===== src/periph_pkg.sv =====
package periph_pkg;

    //////////////////////////////////////////////////////////////////////
    // widths and counts

    localparam int data_w    = 32;
    localparam int n_lanes   = data_w / 8;
    localparam int cnt_w     = 64;
    localparam int reg_idx_w = 4;
    localparam int n_ext_irq = 8;
    localparam int n_irq     = n_ext_irq + 1;
    localparam int irq_num_w = 4;

    // register map, word index from adr[5:2]
    localparam logic [reg_idx_w-1:0] reg_gpio_data   = 4'd0;
    localparam logic [reg_idx_w-1:0] reg_gpio_dir    = 4'd1;
    localparam logic [reg_idx_w-1:0] reg_counter_lo  = 4'd2;
    localparam logic [reg_idx_w-1:0] reg_counter_hi  = 4'd3;
    localparam logic [reg_idx_w-1:0] reg_irq_ctrl    = 4'd4;
    localparam logic [reg_idx_w-1:0] reg_timer_ie    = 4'd5;
    localparam logic [reg_idx_w-1:0] reg_timer_if    = 4'd6;
    localparam logic [reg_idx_w-1:0] reg_timer_value = 4'd7;
    localparam logic [reg_idx_w-1:0] reg_timer_max   = 4'd8;
    localparam logic [reg_idx_w-1:0] reg_irq_number  = 4'd9;

    //////////////////////////////////////////////////////////////////////
    // bus and status types

    typedef struct packed {
        logic                 cyc;
        logic                 stb;
        logic                 we;
        logic [reg_idx_w-1:0] adr;
        logic [n_lanes-1:0]   sel;
        logic [data_w-1:0]    wdata;
    } bus_req_s;

    typedef struct packed {
        logic               gpio_data;
        logic               gpio_dir;
        logic               counter_cmd;
        logic               irq_ctrl;
        logic               timer_ie;
        logic               timer_if_cmd;
        logic               timer_max;
        logic [n_lanes-1:0] lanes;
    } reg_wr_s;

    typedef struct packed {
        logic [data_w-3:0] rsvd;
        logic              clear;
        logic              sample;
    } counter_cmd_s;

    typedef struct packed {
        logic [data_w-3:0] rsvd;
        logic              reload;
        logic              flag_clr;
    } timer_cmd_s;

    // one write word, read per target register
    typedef union packed {
        logic [data_w-1:0] word;
        counter_cmd_s      counter;
        timer_cmd_s        timer;
    } cmd_word_u;

    typedef struct packed {
        logic [cnt_w-1:0]  counter_sample;
        logic [data_w-1:0] value;
        logic [data_w-1:0] max;
        logic              flag;
        logic              enable;
    } timer_stat_s;

    typedef struct packed {
        logic                 in_service;
        logic [irq_num_w-1:0] number;
    } irq_stat_s;

    // byte lane merge for the byte writable registers
    function automatic logic [data_w-1:0] merge_bytes(
        input logic [data_w-1:0]  old_word,
        input logic [data_w-1:0]  new_word,
        input logic [n_lanes-1:0] lanes
    );
        logic [data_w-1:0] result;
        result = old_word;
        for (int b = 0; b < n_lanes; b++) begin
            if (lanes[b]) begin
                result[b*8 +: 8] = new_word[b*8 +: 8];
            end
        end
        return result;
    endfunction

endpackage


===== src/periph_bus.sv =====
`timescale 1ns/100ps

module periph_bus (
    input  logic                          clk,
    input  logic                          rst,
    input  periph_pkg::bus_req_s          req,
    output periph_pkg::reg_wr_s           wr,
    output logic [periph_pkg::data_w-1:0] wdata,
    input  periph_pkg::timer_stat_s       tstat,
    input  logic [periph_pkg::data_w-1:0] gpio_data,
    input  logic [periph_pkg::data_w-1:0] gpio_dir,
    input  periph_pkg::irq_stat_s         istat,
    output logic [periph_pkg::data_w-1:0] rdata,
    output logic                          ack
);

    logic                          valid;
    logic                          wr_en;
    logic                          rd_en;
    logic                          ack_q;
    logic [periph_pkg::data_w-1:0] rd_word;

    assign valid = req.cyc & req.stb;
    assign wr_en = valid & req.we;
    assign rd_en = valid & ~req.we;
    assign wdata = req.wdata;

    //////////////////////////////////////////////////////////////////////
    // write decode

    always_comb begin
        wr = '0;
        wr.lanes = req.sel;
        if (wr_en) begin
            case (req.adr)
                periph_pkg::reg_gpio_data: wr.gpio_data = 1'b1;
                periph_pkg::reg_gpio_dir:  wr.gpio_dir = 1'b1;
                periph_pkg::reg_timer_max: wr.timer_max = 1'b1;
                // narrow registers and commands live in lane 0
                periph_pkg::reg_counter_lo: wr.counter_cmd = req.sel[0];
                periph_pkg::reg_irq_ctrl:   wr.irq_ctrl = req.sel[0];
                periph_pkg::reg_timer_ie:   wr.timer_ie = req.sel[0];
                periph_pkg::reg_timer_if:   wr.timer_if_cmd = req.sel[0];
                default: ;
            endcase
        end
    end

    //////////////////////////////////////////////////////////////////////
    // read select

    always_comb begin
        case (req.adr)
            periph_pkg::reg_gpio_data: rd_word = gpio_data;
            periph_pkg::reg_gpio_dir:  rd_word = gpio_dir;
            periph_pkg::reg_counter_lo: begin
                rd_word = tstat.counter_sample[periph_pkg::data_w-1:0];
            end
            periph_pkg::reg_counter_hi: begin
                rd_word = tstat.counter_sample[periph_pkg::cnt_w-1:periph_pkg::data_w];
            end
            periph_pkg::reg_irq_ctrl: begin
                rd_word = {{(periph_pkg::data_w-1){1'b0}}, istat.in_service};
            end
            periph_pkg::reg_timer_ie: begin
                rd_word = {{(periph_pkg::data_w-1){1'b0}}, tstat.enable};
            end
            periph_pkg::reg_timer_if: begin
                rd_word = {{(periph_pkg::data_w-1){1'b0}}, tstat.flag};
            end
            periph_pkg::reg_timer_value: rd_word = tstat.value;
            periph_pkg::reg_timer_max:   rd_word = tstat.max;
            periph_pkg::reg_irq_number: begin
                // number as a word offset into a vector table
                rd_word = periph_pkg::data_w'(istat.number) << 2;
            end
            default: rd_word = '0;
        endcase
    end

    always_ff @(posedge clk) begin
        if (rst) begin
            ack_q <= 1'b0;
        end else begin
            ack_q <= req.stb;
        end
    end

    // read word holds until the next read
    always_ff @(posedge clk) begin
        if (rd_en) begin
            rdata <= rd_word;
        end
    end

    assign ack = req.cyc & ack_q;

endmodule


===== src/sys_timer.sv =====
`timescale 1ns/100ps

module sys_timer (
    input  logic                          clk,
    input  logic                          rst,
    input  periph_pkg::reg_wr_s           wr,
    input  logic [periph_pkg::data_w-1:0] wdata,
    output periph_pkg::timer_stat_s       tstat,
    output logic                          timer_irq
);

    periph_pkg::cmd_word_u          cmd;
    logic [periph_pkg::cnt_w-1:0]   counter;
    logic [periph_pkg::cnt_w-1:0]   sample;
    logic [periph_pkg::data_w-1:0]  value;
    logic [periph_pkg::data_w-1:0]  max_q;
    logic                           flag;
    logic                           enable;
    logic                           expired;

    assign cmd = wdata;
    assign expired = (value == '0);

    //////////////////////////////////////////////////////////////////////
    // free running cycle counter

    always_ff @(posedge clk) begin
        if (rst) begin
            counter <= '0;
            sample <= '0;
        end else if (wr.counter_cmd && cmd.counter.clear) begin
            counter <= '0;
            sample <= '0;
        end else begin
            counter <= counter + 1'b1;
            if (wr.counter_cmd && cmd.counter.sample) begin
                sample <= counter;
            end
        end
    end

    //////////////////////////////////////////////////////////////////////
    // reloading down timer

    always_ff @(posedge clk) begin
        if (rst) begin
            value <= '0;
            max_q <= '0;
            flag <= 1'b0;
            enable <= 1'b0;
        end else begin
            if (wr.timer_max) begin
                max_q <= periph_pkg::merge_bytes(max_q, wdata, wr.lanes);
            end
            if (wr.timer_ie) begin
                enable <= wdata[0];
            end
            if ((wr.timer_if_cmd && cmd.timer.reload) || expired) begin
                value <= max_q;
            end else begin
                value <= value - 1'b1;
            end
            // clear command beats a same cycle expiry
            if (wr.timer_if_cmd && cmd.timer.flag_clr) begin
                flag <= 1'b0;
            end else if (expired) begin
                flag <= 1'b1;
            end
        end
    end

    assign timer_irq = flag & enable;

    assign tstat = '{
        counter_sample: sample,
        value:          value,
        max:            max_q,
        flag:           flag,
        enable:         enable
    };

endmodule


===== src/gpio_port.sv =====
`timescale 1ns/100ps

module gpio_port (
    input  logic                          clk,
    input  logic                          rst,
    input  periph_pkg::reg_wr_s           wr,
    input  logic [periph_pkg::data_w-1:0] wdata,
    input  logic [periph_pkg::data_w-1:0] gpio_in,
    output logic [periph_pkg::data_w-1:0] gpio_out,
    output logic [periph_pkg::data_w-1:0] gpio_dir,
    output logic [periph_pkg::data_w-1:0] data,
    output logic [periph_pkg::data_w-1:0] dir_reg
);

    logic [periph_pkg::data_w-1:0] data_q;
    logic [periph_pkg::data_w-1:0] data_wr;
    logic [periph_pkg::data_w-1:0] dir_q;
    logic [periph_pkg::data_w-1:0] dir_s1;
    logic [periph_pkg::data_w-1:0] in_s;
    logic [periph_pkg::data_w-1:0] out_s;

    assign data_wr = wr.gpio_data ? periph_pkg::merge_bytes(data_q, wdata, wr.lanes) : data_q;

    // dir bit 1 = input
    always_ff @(posedge clk) begin
        if (rst) begin
            data_q <= '0;
            dir_q <= '0;
            dir_s1 <= '0;
            in_s <= '0;
            out_s <= '0;
            gpio_dir <= '0;
            gpio_out <= '0;
        end else begin
            if (wr.gpio_dir) begin
                dir_q <= periph_pkg::merge_bytes(dir_q, wdata, wr.lanes);
            end
            dir_s1 <= dir_q;
            gpio_dir <= dir_s1;
            in_s <= gpio_in;
            out_s <= data_q;
            data_q <= (dir_q & in_s) | (~dir_q & data_wr);
            gpio_out <= (dir_q & gpio_out) | (~dir_q & out_s);
        end
    end

    assign data = data_q;
    assign dir_reg = dir_q;

endmodule


===== src/irq_controller.sv =====
`timescale 1ns/100ps

module irq_controller (
    input  logic                             clk,
    input  logic                             rst,
    input  periph_pkg::reg_wr_s              wr,
    input  logic [periph_pkg::data_w-1:0]    wdata,
    input  logic [periph_pkg::n_ext_irq-1:0] ext_irq,
    input  logic                             timer_irq,
    input  logic                             irq_ack,
    input  logic                             irq_exit,
    output logic                             cpu_irq,
    output periph_pkg::irq_stat_s            istat
);

    logic [periph_pkg::n_irq-1:0]     sources;
    logic [periph_pkg::irq_num_w-1:0] pick;
    logic [periph_pkg::irq_num_w-1:0] number;
    logic                             pending;
    logic                             req_q;
    logic                             in_service;

    // timer sits above the external lines
    assign sources = {timer_irq, ext_irq};

    // highest numbered active source wins
    always_comb begin
        pending = 1'b0;
        pick = '0;
        for (int i = 0; i < periph_pkg::n_irq; i++) begin
            if (sources[i]) begin
                pending = 1'b1;
                pick = periph_pkg::irq_num_w'(i);
            end
        end
    end

    always_ff @(posedge clk) begin
        if (rst) begin
            req_q <= 1'b0;
            number <= '0;
            in_service <= 1'b0;
        end else begin
            if (irq_ack) begin
                req_q <= 1'b0;
                in_service <= 1'b1;
            end else if (!req_q && !in_service && pending) begin
                req_q <= 1'b1;
                number <= pick;
            end
            if (irq_exit) begin
                in_service <= 1'b0;
            end
            // software write has the last word
            if (wr.irq_ctrl) begin
                in_service <= wdata[0];
            end
        end
    end

    assign cpu_irq = req_q & ~in_service & sources[number];

    assign istat = '{in_service: in_service, number: number};

endmodule


===== src/periph_top.sv =====
`timescale 1ns/100ps

module periph_top (
    input  logic                             clk,
    input  logic                             rst,
    input  periph_pkg::bus_req_s             req,
    output logic [periph_pkg::data_w-1:0]    rdata,
    output logic                             ack,
    input  logic [periph_pkg::data_w-1:0]    gpio_in,
    output logic [periph_pkg::data_w-1:0]    gpio_out,
    output logic [periph_pkg::data_w-1:0]    gpio_dir,
    input  logic [periph_pkg::n_ext_irq-1:0] ext_irq,
    input  logic                             irq_ack,
    input  logic                             irq_exit,
    output logic                             cpu_irq
);

    periph_pkg::reg_wr_s           wr;
    logic [periph_pkg::data_w-1:0] wdata;
    periph_pkg::timer_stat_s       tstat;
    periph_pkg::irq_stat_s         istat;
    logic [periph_pkg::data_w-1:0] gpio_data;
    logic [periph_pkg::data_w-1:0] gpio_dir_reg;
    logic                          timer_irq;

    periph_bus u_bus (
        .clk       (clk),
        .rst       (rst),
        .req       (req),
        .wr        (wr),
        .wdata     (wdata),
        .tstat     (tstat),
        .gpio_data (gpio_data),
        .gpio_dir  (gpio_dir_reg),
        .istat     (istat),
        .rdata     (rdata),
        .ack       (ack)
    );

    sys_timer u_timer (
        .clk       (clk),
        .rst       (rst),
        .wr        (wr),
        .wdata     (wdata),
        .tstat     (tstat),
        .timer_irq (timer_irq)
    );

    gpio_port u_gpio (
        .clk      (clk),
        .rst      (rst),
        .wr       (wr),
        .wdata    (wdata),
        .gpio_in  (gpio_in),
        .gpio_out (gpio_out),
        .gpio_dir (gpio_dir),
        .data     (gpio_data),
        .dir_reg  (gpio_dir_reg)
    );

    irq_controller u_irq (
        .clk       (clk),
        .rst       (rst),
        .wr        (wr),
        .wdata     (wdata),
        .ext_irq   (ext_irq),
        .timer_irq (timer_irq),
        .irq_ack   (irq_ack),
        .irq_exit  (irq_exit),
        .cpu_irq   (cpu_irq),
        .istat     (istat)
    );

endmodule


===== config.mk =====
export PLATFORM = sky130hd
export DESIGN_NAME = periph_top
export DESIGN_NICKNAME = d
export VERILOG_FILES = /design/src/periph_pkg.sv /design/src/periph_bus.sv /design/src/sys_timer.sv /design/src/gpio_port.sv /design/src/irq_controller.sv /design/src/periph_top.sv
export SDC_FILE = /design/constraint.sdc
export NUM_CORES = 1
export LEC_CHECK = 0
export ABC_AREA = 0
export BUFFER_PORTS_ARGS = -buffer_cell sky130_fd_sc_hd__buf_2
export CORE_MARGIN = 4
export CORE_UTILIZATION = 58
export CTS_CLUSTER_SIZE = 28
export DETAILED_ROUTE_END_ITERATION = 8
export PLACE_DENSITY = 0.77
export SKIP_CTS_REPAIR_TIMING = 1
export SLEW_MARGIN = 40
export SYNTH_ARGS = -nofsm -noshare
export SYNTH_HDL_FRONTEND = slang
export SYNTH_SLANG_ARGS = --single-unit

===== constraint.sdc =====
create_clock -name clk -period 2.8 [get_ports clk]
set_input_delay 0.42 -clock clk [delete_from_list [all_inputs] [get_ports clk]]
set_output_delay 0.42 -clock clk [all_outputs]
set_load 0.02 [all_outputs]

==> results_dict.tcl <==
set metrics [dict create \
    hold_violations 0 \
    internal_power_uw 10800 \
    synth_edf_count 32 \
    cts_buffers 46 \
    clockBufferDepth 3 \
    outcome "complete, no violations" \
    arrival_ns 2.14 \
    r2r_setup_slack_ns 0.31 \
    worstRegToRegCells 5 \
    seqPwrFrac_pct 48.5 \
    viasPerCell 5.80 \
    syn_area_per_cell_um2 9.71 \
    p_clk_share_pct 40.7 \
    slew_violations 0 \
    fin_util_pct 68.9 \
    critPathLaunchType "flop" \
    fillers 2350 \
    crit_type "reg2out" \
    start_util_pct 59.2 \
    final_area_mm2 0.0205 \
    cp-end-kind "output port" \
    die_width_um 182 \
    fin_nets 2072 \
    finClkSkew_ns 0.0179 \
    htreeDepth 2 \
    multi_input_area_mm2 0.00776 \
    die_height_um 182 \
    hold_start "irq_ack" \
    synth.ff_latch_count 457 \
    wirelength_um 45600 \
    fmax_ghz 0.390 \
    grt_pass1_vias 13500 \
    rsz0062_at_grt "false" \
    power_switching_share_pct 24.9 \
    clk_latency_ns 0.55 \
    rows 63 \
    pwr-share-comb_pct 10.8 \
    fin_total_pwr_uw 14400 \
    yosysWarnings 0 \
    cellLeakagePower_uw 0.00805 \
    synth_cell_types 51 \
    place_area_mm2 0.0191 \
    slew_headroom_pct 47.8 \
    place_ws_ns 0.355 \
    r2r-end "u_timer.counter[56]" \
    drive_above_1_share_pct 16.9 \
    synth_top_area_cell "dfxtp_1" \
    critPathMaxFanout 5 \
    period_needed_ns 2.56 \
    syn_area_mm2 0.0176 \
    async_flop_share_pct 0 \
    via_count 14000 \
    clock-sinks 457 \
    hold-path-cell-count 2 \
    maxCapViolations 0 \
    ff_latch_area_mm2 0.00947 \
    core-area_mm2 0.0298 \
    wl_per_cell_um 18.9 \
    cp.required_ns 2.38 \
    portBuffers 184 \
    grt_usage_pct 26.6 \
    min_path_type "in2reg" \
    drt_pre_antenna_iters 6 \
    fin_crit_sh_pct 91.5 \
    clkTransAtPathRegs_ns 0.05 \
    layout_common_cells "dfxtp_1, nor2_1, buf_2, nand2_1, mux2i_1" \
    grt_max_degree 180 \
    die_area_mm2 0.0332 \
    ir_worst_vdd_uv 467 \
    first_iter_violations 1348 \
    grt_antenna_before_repair 2 \
    fin_setup_tns_ns 0 \
    area_growth_syn_to_layout_pct 16.5 \
    cts_tree "built" \
    clockRootBuffer "clkbuf_16" \
    yosysSeqAreaShare_pct 53.7 \
    ant_nets 0 \
    netSwitchingPower_uw 3600 \
    gp_congestion 0.905 \
    tightest_slew_ns 0.782 \
    setup_viol 0 \
    syn_nets 1904 \
    dp_hpwl_um 31700 \
    layout_setup_ws_ns 0.237 \
    ys_top_cells_by_area "dfxtp_1, mux2i_1, edfxtp_1" \
    synthCells 1815 \
    powerDensity_mw_per_mm2 703 \
    synth_ff_type "dfxtp_1" \
    reg2reg_from "u_timer.counter[30]" \
    boundaryPins 185 \
    netlist.area_leader.share_pct 48.3 \
    overflow 0 \
    hold_end "u_irq.req_q" \
    drt_drc_violations_left 0 \
    n_antenna_cell 0 \
    final_common_cell "dfxtp_1" \
    grt_pass1_wl_um 72100 \
]
-- power by group through the flow --
stage | sequential (uW) | combinational [uW] | clock, uW
global placement | 7130 | 1510 | 0
detailed placement | 7130 | 1540 | 0
global route | 7030 | 1710 | 6220
floorplan | 7080 | 1070 | 0
CTS | 7000 | 1560 | 5960
finish | 7010 | 1560 | 5870
-- cell families after synthesis --
logic type | synth area share, %
AOI/OAI and AO/OA | 9.32
xor gates and xnor gates | 3.13
DFF | 53.7
muxes | 10.0
and+or+nand+nor | 21.0
adders and majority gates | 0.142
buffers and inverters | 2.61
-- cell type report --
cell class,count,area share [%]
well taps,390,2.38
repair buffers,226,6.43
flip-flops and latches,457,46.1
inverters,15,0.274
clock inverters,10,0.475
clock buffers,74,6.56
multi-input cells,1237,37.8
-- through the flow --
stage,std cells,hold WS [ns]
after floorplan,1815,0.414
after detailed placement,2325,0.425
final,2409,0.0704
after CTS,2409,0.0543
after global routing,2409,0.0607
after global placement,2325,0.415
-- routing by layer --
metal / vias up / routed length, um / track usage, %
met4: 4 / 1080 / 6.93
met1: 6649 / 20000 / 37.2
met2: 536 / 20400 / 41.9
li1: 6699 / - / -
met3: 88 / 3980 / 5.96
met5: - / 67 / 0
-- critical path: stages (launching register included) --
cell	delay (ns)
dfxtp_1	0.49
mux4_2	0.56
mux2i_1	0.13
o21ai_0	0.09
and3_1	0.18
buf_2	0.15
-- worst max-delay path by stage --
stage | cells after the start | endpoint | start
2_1_floorplan | 8 | u_timer.counter[33] | req[37]
5_1_grt | 5 | cpu_irq | u_irq.number[1]
3_5_place_dp | 7 | flop | req[36]
4_1_cts | 5 | cpu_irq | u_irq.number[0]
6_report | 5 | cpu_irq | u_irq.number[0]
3_3_place_gp | 7 | flop | req[36]
-- cell usage after synthesis, types with 23 or more instances --
cell and number:
nor2b_1 132, nor4_1 25, a211oi_1 30, edfxtp_1 32, a21oi_1 89, mux2_2 32, clkbuf_1 100, or4_1 24
nor3_1 25, nor2_1 224, dfxtp_1 425, mux2i_1 134, a22oi_1 90, xor2_1 23, nand4_1 26, xnor2_1 40
nand3_1 66, nand2_1 168
Note: power is estimated with default switching activity, not from simulation.
